--- src/common/burst_rw_defines.svh ---
// Word width, burst length width, counter idle code and arbiter state encodings
`ifndef BURST_RW_DEFINES_SVH
`define BURST_RW_DEFINES_SVH

// One width serves both addresses and data words
`define BURST_RW_ADDR_WIDTH 32
`define BURST_RW_LEN_WIDTH  8

// Burst counter code for no burst in progress
`define BURST_RW_CNT_IDLE {`BURST_RW_LEN_WIDTH{1'b1}}

// Arbiter state encodings
`define BURST_RW_STATE_WIDTH 3
`define BURST_RW_ST_IDLE     3'd0
`define BURST_RW_ST_R_NLAST  3'd1
`define BURST_RW_ST_R_LAST   3'd2
`define BURST_RW_ST_W_NLAST  3'd3
`define BURST_RW_ST_W_LAST   3'd4

`endif

--- src/common/burst_rw_pkg.sv ---
// Shared word, length and arbiter state types for the burst read/write pipeline
`default_nettype none

`include "burst_rw_defines.svh"

package burst_rw_pkg;

    typedef logic [`BURST_RW_ADDR_WIDTH-1:0] addr_t; // Address or data word
    typedef logic [`BURST_RW_LEN_WIDTH-1:0]  len_t;  // Burst length minus one

    // Owner of the shared middle stage
    typedef enum logic [`BURST_RW_STATE_WIDTH-1:0] {
        arb_idle    = `BURST_RW_ST_IDLE,    // Nobody owns T2
        arb_r_nlast = `BURST_RW_ST_R_NLAST, // Read burst, more beats
        arb_r_last  = `BURST_RW_ST_R_LAST,  // Read burst, final beat
        arb_w_nlast = `BURST_RW_ST_W_NLAST, // Write burst, more beats
        arb_w_last  = `BURST_RW_ST_W_LAST   // Write burst, final beat
    } arb_state_t;

endpackage

`default_nettype wire

--- src/rtl/rw_arbiter.sv ---
// Read/write arbiter FSM with stage advance, grant and upstream ready logic
`default_nettype none

module rw_arbiter (
    input  logic clk,
    input  logic rst_n,
    input  logic d_r_ready,
    input  logic d_w_ready,
    input  logic r_t0_valid,      // Read T0 holds a beat
    input  logic r_t0_last,       // Read T0 beat ends its burst
    input  logic r_t0_free,       // Read counter idle or on last beat
    input  logic w_t0_addr_valid, // Write T0 address side full
    input  logic w_t0_data_valid, // Write T0 data side full
    input  logic w_t0_last,
    input  logic w_t0_free,
    output logic r_advance,
    output logic w_advance,
    output logic r_grant,
    output logic w_grant,
    output logic u_r_ready,
    output logic u_w_addr_ready,
    output logic u_w_data_ready
);

    burst_rw_pkg::arb_state_t state;
    burst_rw_pkg::arb_state_t state_next;
    burst_rw_pkg::arb_state_t pick;   // Choice when the stage is up for grabs
    logic                     r_beat;
    logic                     w_beat;
    logic                     r_open; // Next state lets read stages move
    logic                     w_open;
    logic                     a_merge_ok;
    logic                     d_merge_ok;

    assign r_beat = d_r_ready && r_t0_valid;
    assign w_beat = d_w_ready && w_t0_addr_valid && w_t0_data_valid; // Merged pair ready

    // Read wins a tie
    always_comb begin
        if (r_beat) begin
            pick = r_t0_last ? burst_rw_pkg::arb_r_last : burst_rw_pkg::arb_r_nlast;
        end else if (w_beat) begin
            pick = w_t0_last ? burst_rw_pkg::arb_w_last : burst_rw_pkg::arb_w_nlast;
        end else begin
            pick = burst_rw_pkg::arb_idle; // Nothing waiting
        end
    end

    always_comb begin
        state_next = state; // Hold on stall
        case (state)
            burst_rw_pkg::arb_r_nlast: begin
                if (d_r_ready) begin // Stay with the read burst
                    state_next = r_t0_last ? burst_rw_pkg::arb_r_last : burst_rw_pkg::arb_r_nlast;
                end
            end
            burst_rw_pkg::arb_w_nlast: begin
                if (d_w_ready) begin // Stay with the write burst
                    state_next = w_t0_last ? burst_rw_pkg::arb_w_last : burst_rw_pkg::arb_w_nlast;
                end
            end
            burst_rw_pkg::arb_r_last: begin
                if (d_r_ready) begin
                    state_next = pick;
                end
            end
            burst_rw_pkg::arb_w_last: begin
                if (d_w_ready) begin
                    state_next = pick;
                end
            end
            default: state_next = pick; // Idle
        endcase
    end

    always_ff @(posedge clk or negedge rst_n) begin
        if (!rst_n) begin
            state <= burst_rw_pkg::arb_idle;
        end else begin
            state <= state_next;
        end
    end

    // Current state opens T2 of its own path
    assign r_grant = (state == burst_rw_pkg::arb_r_nlast) || (state == burst_rw_pkg::arb_r_last);
    assign w_grant = (state == burst_rw_pkg::arb_w_nlast) || (state == burst_rw_pkg::arb_w_last);

    // Next state decides which T0/T1 moves
    assign r_open = (state_next == burst_rw_pkg::arb_idle)
                 || (state_next == burst_rw_pkg::arb_r_nlast)
                 || (state_next == burst_rw_pkg::arb_r_last);
    assign w_open = (state_next == burst_rw_pkg::arb_idle)
                 || (state_next == burst_rw_pkg::arb_w_nlast)
                 || (state_next == burst_rw_pkg::arb_w_last);

    assign r_advance = d_r_ready && r_open;
    assign w_advance = d_w_ready && w_open;

    // Each side loads when both empty, both full, or only the other is full
    assign a_merge_ok = w_t0_data_valid || !w_t0_addr_valid;
    assign d_merge_ok = w_t0_addr_valid || !w_t0_data_valid;

    assign u_r_ready      = r_t0_free && r_advance;
    assign u_w_addr_ready = w_t0_free && a_merge_ok && w_advance;
    assign u_w_data_ready = d_merge_ok && w_advance;

endmodule

`default_nettype wire

--- src/read/read_burst_gen.sv ---
// Read burst counter and address generator for stage T0
`default_nettype none

`include "burst_rw_defines.svh"

module read_burst_gen (
    input  logic                 clk,
    input  logic                 rst_n,
    input  logic                 r_advance,  // Read T0/T1 may move
    input  logic                 u_r_valid,
    input  burst_rw_pkg::addr_t  u_r_addr,
    input  burst_rw_pkg::len_t   u_r_length, // Beats minus one
    output burst_rw_pkg::addr_t  t0_addr,
    output logic                 t0_valid,
    output logic                 t0_last,
    output logic                 t0_free
);

    burst_rw_pkg::len_t cnt; // Beats left after this one

    assign t0_valid = (cnt != `BURST_RW_CNT_IDLE);
    assign t0_last  = (cnt == '0);
    assign t0_free  = !t0_valid || t0_last; // Can take a new burst

    always_ff @(posedge clk or negedge rst_n) begin
        if (!rst_n) begin
            cnt     <= `BURST_RW_CNT_IDLE;
            t0_addr <= '0;
        end else if (r_advance) begin
            if (t0_free) begin
                // Start next burst or go idle
                cnt     <= u_r_valid ? u_r_length : `BURST_RW_CNT_IDLE;
                t0_addr <= u_r_addr;
            end else begin
                cnt     <= cnt - burst_rw_pkg::len_t'(1);      // Count down
                t0_addr <= t0_addr + burst_rw_pkg::addr_t'(1); // Next address
            end
        end
    end

endmodule

`default_nettype wire

--- src/read/read_pipe.sv ---
// Read stages T1 and T2 with memory stand-in and last flag
`default_nettype none

module read_pipe (
    input  logic                 clk,
    input  logic                 rst_n,
    input  logic                 r_advance,
    input  logic                 r_grant,   // Arbiter in a read state
    input  logic                 d_r_ready,
    input  logic                 t0_valid,
    input  logic                 t0_last,
    input  burst_rw_pkg::addr_t  t0_addr,
    output burst_rw_pkg::addr_t  d_r_data,
    output logic                 d_r_valid,
    output logic                 d_r_last
);

    burst_rw_pkg::addr_t t1_addr;
    logic                t1_valid;
    logic                t1_last;

    // T1 follows T0 when the read side moves
    always_ff @(posedge clk or negedge rst_n) begin
        if (!rst_n) begin
            t1_addr  <= '0;
            t1_valid <= 1'b0;
            t1_last  <= 1'b0;
        end else if (r_advance) begin
            t1_addr  <= t0_addr;
            t1_valid <= t0_valid;
            t1_last  <= t0_last;
        end
    end

    // T2 frozen while downstream stalls
    always_ff @(posedge clk or negedge rst_n) begin
        if (!rst_n) begin
            d_r_data  <= '0;
            d_r_valid <= 1'b0;
            d_r_last  <= 1'b0;
        end else if (d_r_ready) begin
            if (r_grant) begin
                d_r_valid <= t1_valid;
                d_r_last  <= t1_valid && t1_last;
                if (t1_valid) begin
                    d_r_data <= t1_addr; // Memory returns its own address
                end
            end else begin
                d_r_valid <= 1'b0; // Stage owned by writes
                d_r_last  <= 1'b0;
            end
        end
    end

endmodule

`default_nettype wire

--- src/write/write_burst_gen.sv ---
// Write address counter, data capture register and address/data merge for stage T0
`default_nettype none

`include "burst_rw_defines.svh"

module write_burst_gen (
    input  logic                 clk,
    input  logic                 rst_n,
    input  logic                 w_advance,      // Write T0/T1 may move
    input  logic                 u_w_addr_valid,
    input  logic                 u_w_data_valid,
    input  burst_rw_pkg::addr_t  u_w_addr,
    input  burst_rw_pkg::len_t   u_w_length,     // Beats minus one
    input  burst_rw_pkg::addr_t  u_w_data,
    output burst_rw_pkg::addr_t  t0_addr,
    output burst_rw_pkg::addr_t  t0_data,
    output logic                 t0_addr_valid,
    output logic                 t0_data_valid,
    output logic                 t0_last,
    output logic                 t0_free
);

    burst_rw_pkg::len_t cnt;       // Address beats left after this one
    logic               addr_load; // Address side steps
    logic               data_load; // Data side captures

    assign t0_addr_valid = (cnt != `BURST_RW_CNT_IDLE);
    assign t0_last       = (cnt == '0);
    assign t0_free       = !t0_addr_valid || t0_last;

    // A full side waits until the other side fills, so pairs stay one to one
    assign addr_load = w_advance && (t0_data_valid || !t0_addr_valid);
    assign data_load = w_advance && (t0_addr_valid || !t0_data_valid);

    // Address counter
    always_ff @(posedge clk or negedge rst_n) begin
        if (!rst_n) begin
            cnt     <= `BURST_RW_CNT_IDLE;
            t0_addr <= '0;
        end else if (addr_load) begin
            if (t0_free) begin
                cnt     <= u_w_addr_valid ? u_w_length : `BURST_RW_CNT_IDLE;
                t0_addr <= u_w_addr;
            end else begin
                cnt     <= cnt - burst_rw_pkg::len_t'(1);
                t0_addr <= t0_addr + burst_rw_pkg::addr_t'(1); // Next beat address
            end
        end
    end

    // Data capture
    always_ff @(posedge clk or negedge rst_n) begin
        if (!rst_n) begin
            t0_data       <= '0;
            t0_data_valid <= 1'b0;
        end else if (data_load) begin
            t0_data       <= u_w_data;
            t0_data_valid <= u_w_data_valid; // Empty again if no word offered
        end
    end

endmodule

`default_nettype wire

--- src/write/write_pipe.sv ---
// Write stages T1, T2 and T3 with response and address/data mismatch flag
`default_nettype none

module write_pipe (
    input  logic                 clk,
    input  logic                 rst_n,
    input  logic                 w_advance,
    input  logic                 w_grant,       // Arbiter in a write state
    input  logic                 d_w_ready,
    input  logic                 t0_addr_valid,
    input  logic                 t0_data_valid,
    input  burst_rw_pkg::addr_t  t0_addr,
    input  burst_rw_pkg::addr_t  t0_data,
    output burst_rw_pkg::addr_t  d_w_response,
    output logic                 d_w_valid,
    output logic                 d_w_error
);

    burst_rw_pkg::addr_t t1_addr;
    burst_rw_pkg::addr_t t1_data;
    logic                t1_valid;
    burst_rw_pkg::addr_t t2_addr;
    burst_rw_pkg::addr_t t2_data;
    logic                t2_valid;

    // T1 takes the merged pair
    always_ff @(posedge clk or negedge rst_n) begin
        if (!rst_n) begin
            t1_addr  <= '0;
            t1_data  <= '0;
            t1_valid <= 1'b0;
        end else if (w_advance) begin
            t1_addr  <= t0_addr;
            t1_data  <= t0_data;
            t1_valid <= t0_addr_valid && t0_data_valid; // Beat only when both sides full
        end
    end

    // T2 open only while writes own the stage
    always_ff @(posedge clk or negedge rst_n) begin
        if (!rst_n) begin
            t2_addr  <= '0;
            t2_data  <= '0;
            t2_valid <= 1'b0;
        end else if (d_w_ready) begin
            if (w_grant) begin
                t2_addr  <= t1_addr;
                t2_data  <= t1_data;
                t2_valid <= t1_valid;
            end else begin
                t2_valid <= 1'b0;
            end
        end
    end

    // T3 response carries the address, error flags a data mismatch
    always_ff @(posedge clk or negedge rst_n) begin
        if (!rst_n) begin
            d_w_response <= '0;
            d_w_valid    <= 1'b0;
            d_w_error    <= 1'b0;
        end else if (d_w_ready) begin
            d_w_valid <= t2_valid;
            d_w_error <= t2_valid && (t2_data != t2_addr);
            if (t2_valid) begin
                d_w_response <= t2_addr;
            end
        end
    end

endmodule

`default_nettype wire

--- src/rtl/burst_rw_pipeline.sv ---
// Top level of the burst read/write pipeline, arbiter and both datapaths
`default_nettype none

module burst_rw_pipeline (
    input  logic                 clk,
    input  logic                 rst_n,
    // Read requests
    input  burst_rw_pkg::addr_t  u_r_addr,
    input  burst_rw_pkg::len_t   u_r_length,
    input  logic                 u_r_valid,
    output logic                 u_r_ready,
    // Write address requests
    input  burst_rw_pkg::addr_t  u_w_addr,
    input  burst_rw_pkg::len_t   u_w_length,
    input  logic                 u_w_addr_valid,
    output logic                 u_w_addr_ready,
    // Write data words
    input  burst_rw_pkg::addr_t  u_w_data,
    input  logic                 u_w_data_valid,
    output logic                 u_w_data_ready,
    // Read data
    output burst_rw_pkg::addr_t  d_r_data,
    output logic                 d_r_valid,
    output logic                 d_r_last,
    input  logic                 d_r_ready,
    // Write responses
    output burst_rw_pkg::addr_t  d_w_response,
    output logic                 d_w_valid,
    output logic                 d_w_error,
    input  logic                 d_w_ready
);

    logic                r_advance;
    logic                w_advance;
    logic                r_grant;
    logic                w_grant;
    burst_rw_pkg::addr_t r_t0_addr;
    logic                r_t0_valid;
    logic                r_t0_last;
    logic                r_t0_free;
    burst_rw_pkg::addr_t w_t0_addr;
    burst_rw_pkg::addr_t w_t0_data;
    logic                w_t0_addr_valid;
    logic                w_t0_data_valid;
    logic                w_t0_last;
    logic                w_t0_free;

    rw_arbiter rw_arbiter_i (
        .clk             (clk),
        .rst_n           (rst_n),
        .d_r_ready       (d_r_ready),
        .d_w_ready       (d_w_ready),
        .r_t0_valid      (r_t0_valid),
        .r_t0_last       (r_t0_last),
        .r_t0_free       (r_t0_free),
        .w_t0_addr_valid (w_t0_addr_valid),
        .w_t0_data_valid (w_t0_data_valid),
        .w_t0_last       (w_t0_last),
        .w_t0_free       (w_t0_free),
        .r_advance       (r_advance),
        .w_advance       (w_advance),
        .r_grant         (r_grant),
        .w_grant         (w_grant),
        .u_r_ready       (u_r_ready),
        .u_w_addr_ready  (u_w_addr_ready),
        .u_w_data_ready  (u_w_data_ready)
    );

    read_burst_gen read_burst_gen_i (
        .clk        (clk),
        .rst_n      (rst_n),
        .r_advance  (r_advance),
        .u_r_valid  (u_r_valid),
        .u_r_addr   (u_r_addr),
        .u_r_length (u_r_length),
        .t0_addr    (r_t0_addr),
        .t0_valid   (r_t0_valid),
        .t0_last    (r_t0_last),
        .t0_free    (r_t0_free)
    );

    read_pipe read_pipe_i (
        .clk       (clk),
        .rst_n     (rst_n),
        .r_advance (r_advance),
        .r_grant   (r_grant),
        .d_r_ready (d_r_ready),
        .t0_valid  (r_t0_valid),
        .t0_last   (r_t0_last),
        .t0_addr   (r_t0_addr),
        .d_r_data  (d_r_data),
        .d_r_valid (d_r_valid),
        .d_r_last  (d_r_last)
    );

    write_burst_gen write_burst_gen_i (
        .clk            (clk),
        .rst_n          (rst_n),
        .w_advance      (w_advance),
        .u_w_addr_valid (u_w_addr_valid),
        .u_w_data_valid (u_w_data_valid),
        .u_w_addr       (u_w_addr),
        .u_w_length     (u_w_length),
        .u_w_data       (u_w_data),
        .t0_addr        (w_t0_addr),
        .t0_data        (w_t0_data),
        .t0_addr_valid  (w_t0_addr_valid),
        .t0_data_valid  (w_t0_data_valid),
        .t0_last        (w_t0_last),
        .t0_free        (w_t0_free)
    );

    write_pipe write_pipe_i (
        .clk           (clk),
        .rst_n         (rst_n),
        .w_advance     (w_advance),
        .w_grant       (w_grant),
        .d_w_ready     (d_w_ready),
        .t0_addr_valid (w_t0_addr_valid),
        .t0_data_valid (w_t0_data_valid),
        .t0_addr       (w_t0_addr),
        .t0_data       (w_t0_data),
        .d_w_response  (d_w_response),
        .d_w_valid     (d_w_valid),
        .d_w_error     (d_w_error)
    );

endmodule

`default_nettype wire

--- config.mk ---
export PLATFORM = sky130hd
export DESIGN_NAME = burst_rw_pipeline
export DESIGN_NICKNAME = d
export VERILOG_FILES = /design/src/common/burst_rw_pkg.sv /design/src/rtl/rw_arbiter.sv /design/src/read/read_burst_gen.sv /design/src/read/read_pipe.sv /design/src/write/write_burst_gen.sv /design/src/write/write_pipe.sv /design/src/rtl/burst_rw_pipeline.sv
export VERILOG_INCLUDE_DIRS = /design/src /design/src/common
export SDC_FILE = /design/constraint.sdc
export NUM_CORES = 1
export LEC_CHECK = 0
export ABC_CLOCK_PERIOD_IN_PS = 5700
export BUFFER_PORTS_ARGS = -buffer_cell sky130_fd_sc_hd__buf_2
export CAP_MARGIN = 20
export CORE_ASPECT_RATIO = 1.25
export CORE_MARGIN = 10
export CORE_UTILIZATION = 45
export CTS_CLUSTER_SIZE = 40
export DETAILED_ROUTE_END_ITERATION = 6
export PLACE_DENSITY = 0.61
export SYNTH_ARGS = -nofsm -noshare
export SYNTH_HDL_FRONTEND = slang
export SYNTH_SLANG_ARGS = --single-unit
--- constraint.sdc ---
create_clock -name clk -period 5.7 [get_ports clk]
set_input_delay 0.855 -clock clk [delete_from_list [all_inputs] [get_ports clk]]
set_output_delay 0.855 -clock clk [all_outputs]
set_load 0.02 [all_outputs]
# Yosys cells after proc, flatten, opt, wreduce, memory -nomap -nowiden
# Cells that the tools add are included.
[classes]
n_addsub = 4
n_eq_ne = 11
mux = 18
reduce_logical = 32
[ops]
columns = ["operator", "count"]
rows = [
  ["adder 32 x 1 -> 32 bit, second input constant", 2],
  ["two-way mux 32 bit", 2],
  ["two-way mux 8 bit", 4],
  ["!= test 32 bit", 1],
  ["two-way mux 3 bit", 7],
  ["zero test 8 bit", 2],
  ["!= test 8 bit, second input constant", 2],
  ["subtractor 8 x 1 -> 8 bit, second input constant", 2],
  ["logical AND 1 bit", 13],
  ["equality test 3 x 2 -> 1 bit, second input constant", 4],
  ["case mux 3 bit (4 select lines)", 1],
  ["logical OR 1 bit", 10],
  ["equality test 3 x 1 -> 1 bit, second input constant", 2],
  ["equality test 3 bit, second input constant", 2],
  ["AND reduction 2 bit", 2],
  ["zero test 1 bit", 3],
  ["zero test 3 bit", 1],
  ["two-way mux 1 bit", 3],
  ["AND reduction 3 bit", 1],
  ["two-way mux 2 bit", 1],
]
[word_totals]
reg_bits = 348
inputBits = 119
out_inout_bits = 71
wordCells = 87

# Longest topological paths before layout
# Gate-level depths: netlist of run 1.
[depth]
ltp_word = 12
ltp_mapped = 12
depth_no_buf = 8

# Cells and area by module
# From an unflattened synthesis of run 1, not the netlist that was laid out.
[unflattened]
cells_unflattened = 1294
hier_area_um2 = 16255.6
[modules_own_cells]
columns = ["module", "n_inst", "cells_per_inst", "area_each_um2", "seq_area_each_um2"]
rows = [
  ["write_pipe", 1, 395, 6611.3, 4103.9],
  ["write_burst_gen", 1, 387, 3951.3, 1836.8],
  ["read_burst_gen", 1, 322, 2710.1, 1011.0],
  ["read_pipe", 1, 147, 2656.3, 1701.6],
  ["rw_arbiter", 1, 43, 326.6, 75.1],
]

# Worst setup path after synthesis of run 1
# No wires, ideal clock.
[synth_timing]
kind = "input -> output"
startpoint = "in d_w_ready"
endpoint = "out u_w_addr_ready"
t_arrival_ns = 2.641
required_ns = 4.845
slack_ns = 2.204
stages = 8
n_path_buf = 2
cell_sequence = "clkbuf_1 > or4b_2 > and3_1 > nand3_2 > and3_1 > buf_2 > nand2_1 > nor2_1"
[synth_via]
elab_chain_cells = 11
word_cells_on_any_way = 15
cone_classes = "eq/ne: 2; mux: 6; reduce/logical: 7"
[synth_lines]
columns = ["item", "line_no", "rtl"]
rows = [
  ["start: declaration", "burst_rw_pipeline.sv:30", "input logic d_w_ready"],
  ["logical AND 1 bit (2 in series)", "rw_arbiter.sv:36", "assign w_beat = d_w_ready && w_t0_addr_valid && w_t0_data_valid;"],
  ["two-way mux 3 bit", "rw_arbiter.sv:42", "end else if (w_beat) begin"],
  ["two-way mux 3 bit", "rw_arbiter.sv:40", "if (r_beat) begin"],
  ["two-way mux 3 bit (on tied branches)", "rw_arbiter.sv:68, rw_arbiter.sv:63", ""],
  ["case mux 3 bit (4 select lines)", "rw_arbiter.sv:51", "case (state)"],
  ["equality test 3 x 2 -> 1 bit or zero test 3 bit (tied branches)", "rw_arbiter.sv:93, rw_arbiter.sv:92", ""],
  ["logical OR 1 bit", "rw_arbiter.sv:93", "|| (state_next == burst_rw_pkg::arb_w_nlast)"],
  ["logical OR 1 bit", "rw_arbiter.sv:94", "|| (state_next == burst_rw_pkg::arb_w_last);"],
  ["logical AND 1 bit (*)", "rw_arbiter.sv:97", "assign w_advance = d_w_ready && w_open;"],
  ["logical AND 1 bit (*)", "rw_arbiter.sv:104", "assign u_w_addr_ready = w_t0_free && a_merge_ok && w_advance;"],
  ["end: declaration", "burst_rw_pipeline.sv:16", "output logic u_w_addr_ready,"],
]
# Mark *: on every way between the ends. The rest lies on a longest branch, timed or not.

# Worst setup path in the final report of run 1
[layout_timing]
startpoint = "reg read_burst_gen_i.cnt[0]"
endpoint = "out u_w_data_ready"
[layout_via]
elab_chain_cells = 10
word_cells_on_any_way = 16
cone_classes = "eq/ne: 3; mux: 6; reduce/logical: 7"
[layout_lines]
columns = ["item", "line_no", "rtl"]
rows = [
  ["start: declaration", "read_burst_gen.sv:19", "burst_rw_pkg::len_t cnt;"],
  ["start signal: assignment", "read_burst_gen.sv:27", "cnt <= `BURST_RW_CNT_IDLE;"],
  ["start signal: assignment", "read_burst_gen.sv:32", "cnt <= u_r_valid ? u_r_length : `BURST_RW_CNT_IDLE;"],
  ["start signal: assignment", "read_burst_gen.sv:35", "cnt <= cnt - burst_rw_pkg::len_t'(1);"],
  ["zero test 8 bit or != test 8 bit (tied branches)", "-", ""],
  ["two-way mux 2 bit or logical AND 1 bit (tied branches)", "rw_arbiter.sv:41, rw_arbiter.sv:54, rw_arbiter.sv:35", ""],
  ["two-way mux 3 bit", "rw_arbiter.sv:40", ""],
  ["two-way mux 3 bit (on tied branches)", "rw_arbiter.sv:68, rw_arbiter.sv:63", ""],
  ["case mux 3 bit (4 select lines) (*)", "rw_arbiter.sv:51", ""],
  ["equality test 3 x 2 -> 1 bit or zero test 3 bit (tied branches)", "rw_arbiter.sv:93, rw_arbiter.sv:92", ""],
  ["logical OR 1 bit", "rw_arbiter.sv:93", ""],
  ["logical OR 1 bit (*)", "rw_arbiter.sv:94", ""],
  ["logical AND 1 bit (*)", "rw_arbiter.sv:97", ""],
  ["logical AND 1 bit (*)", "rw_arbiter.sv:105", "assign u_w_data_ready = d_merge_ok && w_advance;"],
  ["end: declaration", "burst_rw_pipeline.sv:20", "output logic u_w_data_ready,"],
]
# Marked as above.

==> impl_results.md, run 1 <==
- Status: completed
- Post-Synthesis Cell Area: 15,800 sq um
- Final WL: 40,400 um
- Postcts setup bufs: 0
- Layout cells sized above 1: 0.334
- Die W: 188 um
- Worst min path class: input pin to asynchronous set/reset pin
- CP Capture Type: output pin
- Global router's overall resource usage: 0.183
- Worst slew margin: 0.214
- Max-slew violations: 0
- Net Count, Synth: ~1,500
- CP peak stage delay: 580 ps
- Overflow after GRT: 0
- Leak Pwr: 8.85 nW
- Cell Pwr Density: 531 nW/um^2
- Async set-reset flop share out of synthesis: 1.00
- Initial antenna violation count: 1
- DR pass1 iterations: 5
- Final net count: 1,658
- EDFF count, synth: 0
- Number of global-route vias before repair: 11,600
- DR vias/cell: 5.52
- Initial core utilization: 0.458
- Hold_buf cts: 0
- Fin. Hold Viols: 0
- Num CTS Buffers: 39
- Drt wl/cell: 19.9 um
- Clock network fraction of design power: 0.267
- Core Area: 34,600 sq um
- Skew final: 9.08 ps
- Internal power: 6.53 mW
- Worst skew pair latency: 540 ps
- Sw Share: 0.333
- Startpoint Class: register
- Required @ worst endpoint: 4850 ps
- CP bufs+invs: 4
- Tightest Pin Transition: 1170 ps
- Crit path top cell by count: inv_1
- Starting DRT DRC Count: 738
- Die Area: between 40,000 and 50,000 sq um
- GPL Wtd Cong: between 0.8 and 0.9
- Final setup TNS: 0 ps
- Yosys cell types: 66
- Post-cts sizing count: 0
- CP max stage cell: or4b_1
- Clk pin slew, worst setup/hold paths: 60 ps
- Row count: 76
- Final Critical Period: 4530 ps
- Sequential area share after synthesis: 0.551
- Kind of critical path: register to output pin
- Critical Path Fanout Max: 37
- Max Freq: about 220 MHz
- Syn Inst Count: ~1,400
- Max rail drop VDD: 343 uV
- Maximum number of pins on one net before global-route repair: 140
- Layout Utilization: 0.533
- NetSw: 3.26 mW
- Max cap viols: 0
- Synth Flop Type: dfrtp_1
- DRC Markers: 0
- Clk buf depth: 3
- Filler cells: 3,119
- Root buffer cell: clkbuf_16
- Yosys warning count: 0
- Synth Area per Inst: between 10 and 15 sq um
- CTS tree: done
- Sequential power share: 0.445
- Synth Register Bits: around 350
- Post-route clock period utilization: 0.794
- Via Count: around 11,000
- Port Buf Inserts: 189
- Die H: 230 um
- Critical-path cell list: inv_1 > ha_1 > or4b_1 > nor4_2 > nand3_1 > o21a_1 > buf_4 > nand3_4 > inv_1 > buf_2
- Logic pwr share: 0.288
- Area Growth Syn to Fin: 16.4%
- Detail Route Antenna Nets: 0
- # setup viols final: 0
- CP arrival: 3670 ps
- Hpwl dp: 28,000 um
- IO Count: 190
- Global-route wire length before repair: about 64,000 um
- RSZ-0062 raised after global routing: no
- Top delay family on crit path: simple AND/OR/NAND/NOR gates
- Clk sinks: 348
- Htree depth: 2
## area by class of cell
type	instances	area, sq um	share of cell area
Antenna cell	1	2.50	0.000136
Clock buffer	53	1110	0.0601
Clock inverter	19	235	0.0128
Inverter	23	86.3	0.00468
Multi-Input combinational cell	916	6610	0.358
Sequential cell	348	8730	0.473
Tap cell	468	586	0.0318
Timing Repair Buffer	205	1090	0.0590
## cell usage after synthesis, drive strengths merged (5+ instances only)
master,number,area share
o21ai,72,0.023
or3,13,0.0051
nor2,32,0.0076
dfstp,16,0.027
nor4,10,0.0043
clkbuf,50,0.012
dfrtp,332,0.52
and4,8,0.0044
o22a,6,0.0033
a2bb2oi,6,0.0033
xnor2,33,0.018
o22ai,24,0.0095
a21oi,95,0.030
and3,14,0.0055
a21o,10,0.0047
o31ai,13,0.0062
nor3,13,0.0041
a31oi,35,0.014
nand2b,6,0.0024
o2bb2ai,5,0.0028
inv,23,0.0054
nand2,177,0.042
buf,32,0.017
ha,6,0.0047
mux2,224,0.17
nand4,26,0.010
nand3,42,0.014
## cells by family (layout without fill, tap and decap cells)
family,count (synthesis),after routing,share of synthesized area
AOI/OAI and AO/OA,289,289,0.109
and+or+nand+nor,362,362,0.111
DFF,348,348,0.551
muxes,226,226,0.172
xor gates and xnor gates,33,33,0.0182
adders and majority gates,6,6,0.00474
other,0,1,0
buffers and inverters,105,300,0.0342
## worst paths after layout
kind                                                     startpoint                                       end  slack [ps]  cells past startpoint
worst max-delay path            read_burst_gen_i.cnt[0]$_DFFE_PN1P_                            u_w_data_ready        1170                     10
worst min-delay path                                          rst_n       write_pipe_i.t1_addr[4]$_DFFE_PN0P_         340                      1
worst max register to register  read_burst_gen_i.cnt[0]$_DFFE_PN1P_       write_pipe_i.t1_addr[4]$_DFFE_PN0P_        1630                     10
worst min register to register   read_pipe_i.t1_addr[6]$_DFFE_PN0P_        read_pipe_i.t1_addr[6]$_DFFE_PN0P_         470                      2
max in group asynchronous                                     rst_n  read_burst_gen_i.t0_addr[21]$_DFFE_PN0P_        4070                      2
min in group clk                 read_pipe_i.t1_addr[6]$_DFFE_PN0P_        read_pipe_i.t1_addr[6]$_DFFE_PN0P_         470                      2
## cells in the final DEF, fill, tap and decap left out, types with 4 or more instances in the layout
| cell | count |
|---|---|
| a31oi_1 | 35 |
| clkbuf_1 | 6 |
| xnor2_1 | 33 |
| clkinv_2 | 10 |
| mux2_4 | 48 |
| nand3_1 | 39 |
| nor3b_1 | 4 |
| ha_1 | 6 |
| dfstp_2 | 16 |
| and4_1 | 8 |
| a21o_1 | 10 |
| o22a_1 | 6 |
| nor2_1 | 29 |
| inv_1 | 23 |
| and3_1 | 13 |
| buf_4 | 15 |
| o2bb2ai_1 | 5 |
| nor3_1 | 12 |
| clkbuf_8 | 8 |
| dfrtp_1 | 332 |
| clkbuf_16 | 39 |
| nand4_1 | 26 |
| nand2_1 | 175 |
| nand2b_1 | 6 |
| mux2_1 | 11 |
| bufinv_16 | 5 |
| nor4_1 | 9 |
| mux2_2 | 165 |
| o22ai_1 | 24 |
| a21oi_1 | 95 |
| o21ai_0 | 69 |
| o31ai_1 | 13 |
| a31o_2 | 4 |
| a2bb2oi_1 | 6 |
| buf_2 | 188 |
| or3_1 | 13 |
## registers in the layout, indices dropped and copies added (netlist names), 3 cells and up
register and flops:
read_burst_gen_i.t0_addr 32, read_pipe_i.d_r_data 32, read_pipe_i.t1_addr 32, write_burst_gen_i.t0_addr 32, write_burst_gen_i.t0_data 32, write_pipe_i.d_w_response 32, write_pipe_i.t1_addr 32, write_pipe_i.t1_data 32
write_pipe_i.t2_addr 32, write_pipe_i.t2_data 32, read_burst_gen_i.cnt 8, write_burst_gen_i.cnt 8, rw_arbiter_i.state 3
## stage by stage
| step | setup WS, ps | std cells | hold WS, ps | instance area, sq um | power (mW) |
|---|---|---|---|---|---|
| after floorplan | 2200 | 1369 | 440 | 15800 | 6.37 |
| after global placement | 1670 | 1960 | 452 | 17100 | 7.16 |
| after detailed placement | 1640 | 1960 | 457 | 17100 | 7.25 |
| after CTS | 1150 | 2032 | 359 | 18400 | 9.91 |
| after global routing | 954 | 2032 | 393 | 18400 | 10.4 |
| final | 1170 | 2033 | 335 | 18400 | 9.79 |
## routing by layer
layer / vias up / track usage / share of wire
li1: 5263 / - / -
met1: 5602 / 0.211 / 0.40
met2: 296 / 0.326 / 0.52
met3: 70 / 0.0412 / 0.053
met4: 0 / 0.0633 / 0.028
met5: - / 0 / 0
## power by group through the flow
stage	Sequential [mW]	Combinational [mW]	Clock, mW
floorplan	4.22	2.15	0
detailed placement	4.39	2.86	0
global route	4.49	3.13	2.79
global placement	4.37	2.79	0
CTS	4.36	2.87	2.68
finish	4.36	2.82	2.61
(Power assumes the default switching activity.)
==> inputs of run 2 (changes only) <==
Settings changed: ABC_AREA set to 1, ABC_CLOCK_PERIOD_IN_PS 5700 to 3650, PLACE_DENSITY 0.61 to 0.63.
Clock period 5.7 ns to 3.65 ns, I/O delays scaled along.
==> impl_results.md, run 2 <==
- Global router's overall resource usage: 0.216 (was 0.183)
- Critical Path Fanout Max: 14 (was 37)
- Skew final: 28.2 ps (was 9.08 ps)
- # setup viols final: 0 (unchanged)
- Synth Area per Inst: 8.35 sq um (was 11.6 sq um)
- DP Area: 18,200 sq um (was 17,100 sq um)
- Post-route clock period utilization: 0.915
- Final setup TNS: 0 ps (unchanged)
- Clk buf depth: 3 (unchanged)
- Clk pin slew, worst setup/hold paths: 60 ps (about the same)
- Syn Inst Count: 2,015 (was 1,369)
- Global-route wire length before repair: 78,100 um (was 64,000 um)
- Htree depth: 2 (unchanged)
- Initial core utilization: 0.454 (was 0.458)
- Die W: 193 um (was 188 um)
- Overflow after GRT: 0 (unchanged)
- Net Count, Synth: 2,140 (was 1,494)
- Worst min path class: input pin to asynchronous set/reset pin (unchanged)
- Die H: 236 um (was 230 um)
- Maximum number of pins on one net before global-route repair: 98 (was 140)
- Core Area: 37,100 sq um (was 34,600 sq um)
- Tightest Pin Transition: 781 ps (was 1170 ps)
- Die Area: 45,600 sq um (was 43,200 sq um)
- Number of global-route vias before repair: 14,200 (was 11,600)
- Postcts setup bufs: 0 (unchanged)
- Startpoint Class: register (unchanged)
- Cell Pwr Density: 889 nW/um^2 (was 531 nW/um^2)
- Crit path top cell by count: nand2_1 (was inv_1)
- Final net count: 2,296 (was 1,658)
- CP arrival: 2790 ps (was 3670 ps)
- Detail Route Antenna Nets: 0 (unchanged)
- RSZ-0062 raised after global routing: no (unchanged)
- CP bufs+invs: 3 (was 4)
- Max cap viols: 0 (unchanged)
- Max-slew violations: 0 (unchanged)
- Row count: 79 (was 76)
- Layout cells sized above 1: 0.177 (was 0.334)
- Most common cell after layout, fill and taps aside: nand2_1 (was dfrtp_1)
- GPL Wtd Cong: 0.918 (was 0.888)
- Clk sinks: 348 (unchanged)
- Worst skew pair latency: 540 ps (about the same)
- Fin. Hold Viols: 0 (unchanged)
- Synth area leader: dfrtp_1 (unchanged)
- Yosys cell types: 40 (was 66)
- Top cells by area, synth: dfrtp_1 49%, nand2_1 17%, mux2_2 5.0%, nand4_1 3.4%, nor2_1 2.9% (was dfrtp_1 52%, mux2_2 12%, mux2_4 4.5%, nand2_1 4.2%, a21oi_1 3.0%)
- Num CTS Buffers: 36 (was 39)
- Largest family of logic cells by synthesized area: simple AND/OR/NAND/NOR gates (was multiplexers)
- Critical-path cell list: inv_1 > ha_1 > nand2_1 > nor2_2 > nand2_1 > inv_2 > o21ai_1 > nand2_1 > nand2_2 > nand2_4 > nand2_4 > nand3_2 > nor2_1 > buf_2 (was inv_1 > ha_1 > or4b_1 > nor4_2 > nand3_1 > o21a_1 > buf_4 > nand3_4 > inv_1 > buf_2)
- Final WL: 49,500 um (was 40,400 um)
- Mux contribution to synthesized area: 0.0561 (was 0.172)
- CTS tree: done (unchanged)
- Final Critical Period: approximately 3300 ps
- DR vias/cell: 5.21 (was 5.52)
- XOR/XNOR share of the synthesized area: 0.0333 (was 0.0182)
- Synth Area in Adders: 0.00446 (was 0.00474)
- Port Buf Inserts: 189 (unchanged)
- Starting DRT DRC Count: 696 (was 738)
- Top delay family on crit path: simple AND/OR/NAND/NOR gates (unchanged)
- Leak Pwr: 9.81 nW (was 8.85 nW)
- Hpwl dp: 36,400 um (was 28,000 um)
- Synth Register Bits: 348 (unchanged)
- CP peak stage delay: 560 ps (was 580 ps)
- Top cells by count, synth: 775 x nand2_1, 332 x dfrtp_1, 130 x nor2_1 (was 332 x dfrtp_1, 176 x nand2_1, 165 x mux2_2)
- Root buffer cell: clkbuf_16 (unchanged)
- Compound-Gate Fraction of Synth Area: 0.0532 (was 0.109)
- Post-cts sizing count: 0 (unchanged)
- Sequential area share after synthesis: 0.519 (was 0.551)
- IO Count: 190 (unchanged)
- EDFF count, synth: 0 (unchanged)
- Max rail drop VDD: 520 uV (was 343 uV)
- Filler cells: 3,576 (was 3,119)
- Commonest cells after routing, fill and taps aside: 773 x nand2_1, 332 x dfrtp_1, 187 x buf_2, 130 x nor2_1, 115 x inv_1 (was 332 x dfrtp_1, 188 x buf_2, 175 x nand2_1, 165 x mux2_2, 95 x a21oi_1)
- DR pass1 iterations: 5 (unchanged)
- DRC Markers: 0 (unchanged)
- Async set-reset flop share out of synthesis: 1.00 (unchanged)
- CP max stage cell: dfstp_2 (was or4b_1)
- Drt wl/cell: 18.4 um (was 19.9 um)
- Most frequent cell after synthesis: nand2_1 (was dfrtp_1)
- Area Growth Syn to Fin: 15.2% (was 16.4%)
- Synth top area share: 0.494 (was 0.524)
- Worst slew margin: 0.479 (was 0.214)
- CP Capture Type: output pin (unchanged)
- Max Freq: between 200 and 300 MHz
- Required @ worst endpoint: 3100 ps (was 4850 ps)
- Via Count: 14,000 (was 11,200)
- Post-Synth Simple-Gate Area: 0.278 (was 0.111)
- Yosys warning count: 0 (unchanged)
- Initial antenna violation count: 3 (was 1)
- Status: completed (unchanged)
- Fin area: 19,400 sq um (was 18,400 sq um)
- Synth Flop Type: dfrtp_1 (unchanged)
- Kind of critical path: register to output pin (unchanged)
- Post-Synthesis Cell Area: 16,800 sq um (was 15,800 sq um)
- Hold_buf cts: 0 (unchanged)
-- run 2: cell count changes after synthesis, moves of 29 or more --
cell,before,now
nand3_1,40,79
nor2_1,32,130
a21oi_1,95,29
xor2_1,0,38
mux2_2,165,74
nand4_1,26,91
a31oi_1,35,6
mux2_4,48,0
nand2_1,176,775
inv_1,23,115
-- run 2: worst paths after layout --
| path | cells past startpoint | startpoint | slack (ps) | end |
|---|---|---|---|---|
| worst min-delay path | 1 | rst_n | 70 | write_pipe_i.t2_addr[2]$_DFFE_PN0P_ |
| max in group asynchronous | 2 | rst_n | 2610 | read_burst_gen_i.cnt[2]$_DFFE_PN1P_ |
| min in group clk | 3 | u_w_data[15] | 260 | write_burst_gen_i.t0_data[15]$_DFFE_PN0P_ |
| worst max-delay path | 14 | write_burst_gen_i.cnt[0]$_DFFE_PN1P_ | 310 | u_w_addr_ready |
| worst max register to register | 14 | write_burst_gen_i.cnt[0]$_DFFE_PN1P_ | 800 | write_pipe_i.t1_data[7]$_DFFE_PN0P_ |
| worst min register to register | 2 | write_pipe_i.t1_data[8]$_DFFE_PN0P_ | 470 | write_pipe_i.t1_data[8]$_DFFE_PN0P_ |
-- run 2: power breakdown --
part           internal [mW]  total (mW)  switching, mW
Clock                   2.26        3.80           1.54
Combinational           2.29        6.52           4.23
Sequential              5.50        6.91           1.41
Total                   10.1        17.2           7.18
-- run 2: layer usage --
metal	vias up	part of all wire	GRT usage
li1	6811	-	-
met1	6761	0.39	0.248
met2	327	0.52	0.383
met3	99	0.046	0.0390
met4	4	0.041	0.0894
met5	-	0.00055	0
-- run 2: cell families (layout without fill, tap and decap cells) --
logic type	count (synthesis)	in the layout
AOI/OAI and AO/OA	168	168
and+or+nand+nor	1124	1124
buffers and inverters	220	404
other	0	1
DFF	348	348
xor gates and xnor gates	64	64
muxes	85	85
adders and majority gates	6	6
-- run 2: metrics by stage --
stage                     cells  power, mW  setup slack, ps  hold WS, ps   util
after floorplan            2015       11.5              885          252      -
after global placement     2619       13.4              857          456  0.490
after detailed placement   2619       13.5              768          459  0.490
after CTS                  2685       17.4              217         92.9  0.523
after global routing       2685       18.5             96.5          125  0.523
final                      2686       17.2              309         67.0  0.523
-- run 2: cell type report --
type | instances | area [sq um] | share of cell area
tap | 486 | 608 | 0.0314
clock buffer | 52 | 1030 | 0.0533
sequential | 348 | 8730 | 0.450
multi-input combinational | 1447 | 7150 | 0.369
antenna | 1 | 2.50 | 0.000129
clock inverter | 14 | 181 | 0.00936
inverter | 123 | 462 | 0.0238
timing repair buffer | 215 | 1220 | 0.0628
-- run 2: worst register-to-register path, stage by stage (launching register included) --
cell and delay [ps]:
dfstp_2 560, inv_1 80, ha_1 230, nand2_1 110
nor2_2 60, nand2_1 160, inv_2 50, o21ai_1 180
nand2_1 90, nand2_2 90, nand2_4 70, nand2_4 190
buf_4 530, nand3_1 260, nand2_1 120
==> inputs of run 3 (changes only) <==
Settings changed: CORE_MARGIN 10 to not set.
==> impl_results.md, run 3 (synthesis results as in run 2) <==
- Pre-CTS setup slack: 634 ps (was 768 ps)
- Global router's overall resource usage: 0.252 (was 0.216)
- CP arrival: 2790 ps (about the same)
- Starting DRT DRC Count: 758 (was 696)
- Total Power: 17.2 mW (about the same)
- Max cap viols: 0 (unchanged)
- Dpl cells: 2,608 (was 2,619)
- Port Buf Inserts: 189 (unchanged)
- Initial antenna violation count: 8 (was 3)
- Startpoint Class: register (unchanged)
- Skew final: 12.5 ps (was 28.2 ps)
- Global-route wire length before repair: 75,300 um (was 78,100 um)
- Layout Utilization: 0.529 (was 0.523)
- Overflow after GRT: 0 (unchanged)
- Fin area: 19,400 sq um (about the same)
- Worst slew margin: 0.368 (was 0.479)
- Clk pin slew, worst setup/hold paths: 60 ps (about the same)
- Hold_ws: 274 ps (was 67.0 ps)
- CTS tree: done (unchanged)
- Drt wl/cell: 17.8 um (was 18.4 um)
- Root buffer cell: clkbuf_16 (unchanged)
- Max rail drop VDD: 503 uV (was 520 uV)
- Layout cells sized above 1: 0.176 (was 0.177)
- Htree depth: 2 (unchanged)
- Most common cell after layout, fill and taps aside: nand2_1 (unchanged)
- Detail Route Antenna Nets: 0 (unchanged)
- Clk buf depth: 3 (unchanged)
- Area Growth Syn to Fin: 15.1% (was 15.2%)
- Kind of critical path: register to output pin (unchanged)
- Final WL: 47,600 um (was 49,500 um)
- Core Area: 36,600 sq um (was 37,100 sq um)
- Number of global-route vias before repair: 13,900 (was 14,200)
- Maximum number of pins on one net before global-route repair: 93 (was 98)
- RSZ-0062 raised after global routing: no (unchanged)
- Fin. Hold Viols: 0 (unchanged)
- # setup viols final: 0 (unchanged)
- Final Critical Period: 3340 ps (about the same)
- Leak Pwr: 9.79 nW (was 9.81 nW)
- Via Count: 14,000 (about the same)
- DP Area: 18,100 sq um (was 18,200 sq um)
- Final WS setup: 314 ps (was 309 ps)
- IO Count: 190 (unchanged)
- Max Freq: 300 MHz (was 299 MHz)
- GPL Wtd Cong: 0.889 (was 0.918)
- Required @ worst endpoint: 3100 ps (about the same)
- Die H: 218 um (was 236 um)
- Initial core utilization: 0.460 (was 0.454)
- Die W: 175 um (was 193 um)
- Die Area: 38,200 sq um (was 45,600 sq um)
- CP Capture Type: output pin (unchanged)
- Num CTS Buffers: 38 (was 36)
- Critical Path Fanout Max: 22 (was 14)
- Status: completed (unchanged)
- Cell Pwr Density: 887 nW/um^2 (was 889 nW/um^2)
- Postcts setup bufs: 0 (unchanged)
- Clk sinks: 348 (unchanged)
- Worst min path class: input pin to register (was input pin to asynchronous set/reset pin)
- Hpwl dp: 34,000 um (was 36,400 um)
- Tightest Pin Transition: 948 ps (was 781 ps)
- DR vias/cell: 5.21 (about the same)
- DR pass1 iterations: 5 (unchanged)
- Commonest cells after routing, fill and taps aside: 773 x nand2_1, 332 x dfrtp_1, 187 x buf_2, 130 x nor2_1, 115 x inv_1 (unchanged)
- Post-Layout Cell Count: 2,679 (was 2,686)
- DRC Markers: 0 (unchanged)
- Worst skew pair latency: 530 ps (was 540 ps)
- Max-slew violations: 0 (unchanged)
- Final net count: 2,294 (was 2,296)
- Post-route clock period utilization: 0.914 (was 0.915)
- Final setup TNS: 0 ps (unchanged)
- Row count: 78 (was 79)
==> run 3: metal layers <==
layer / up-vias / global-route usage / part of all wire
met5: - / 0 / 0.00084
met4: 8 / 0.117 / 0.043
met3: 98 / 0.0418 / 0.041
met2: 318 / 0.450 / 0.52
met1: 6712 / 0.294 / 0.40
li1: 6814 / - / -
==> run 3: final cells by class <==
type / instances / area, sq um
antenna: 4 / 10.0
sequential: 348 / 8730
clock buffer: 55 / 1120
clock inverter: 11 / 114
tap: 480 / 601
fill: 3456 / 17200
timing repair buffer: 211 / 1180
multi-input combinational: 1447 / 7160
inverter: 123 / 462
==> run 3: power breakdown <==
part,switching [mW],internal (mW),total [mW]
Clock,1.54,2.26,3.80
Sequential,1.42,5.51,6.92
Combinational,4.21,2.25,6.46
Total,7.17,10.0,17.2
==> run 3: timing repair <==
| item | CTS | global route |
|---|---|---|
| endpoints found under the hold margin | 40 | 0 |
| hold buffers | 1 | 0 |
| endpoints found under the setup margin | 0 | 2 |
| gates resized for setup | 0 | 1 |
==> run 3: worst max-delay path, stage by stage, from the launching register on <==
cell	delay (ps)
dfstp_2	550
inv_1	70
ha_1	220
nand2_1	100
nor2_2	60
nand2_1	130
inv_2	50
o21ai_0	230
nand2_1	100
nand2_2	100
nand2_4	80
nand2_8	170
nand3_2	90
nor2_1	120
buf_2	170
==> run 3: final timing paths <==
kind / end / slack (ps) / start / cells after the start
worst max-delay path: u_w_addr_ready / 310 / write_burst_gen_i.cnt[0]$_DFFE_PN1P_ / 14
worst min-delay path: write_burst_gen_i.t0_data_valid$_DFFE_PN0P_ / 270 / u_w_data_valid / 3
worst max register to register: write_pipe_i.t1_addr[30]$_DFFE_PN0P_ / 690 / write_burst_gen_i.cnt[0]$_DFFE_PN1P_ / 14
worst min register to register: write_pipe_i.t1_data[30]$_DFFE_PN0P_ / 470 / write_pipe_i.t1_data[30]$_DFFE_PN0P_ / 2
max in group asynchronous: write_burst_gen_i.cnt[2]$_DFFE_PN1P_ / 2120 / rst_n / 3
min in group asynchronous: write_pipe_i.d_w_response[5]$_DFFE_PN0P_ / 580 / rst_n / 2
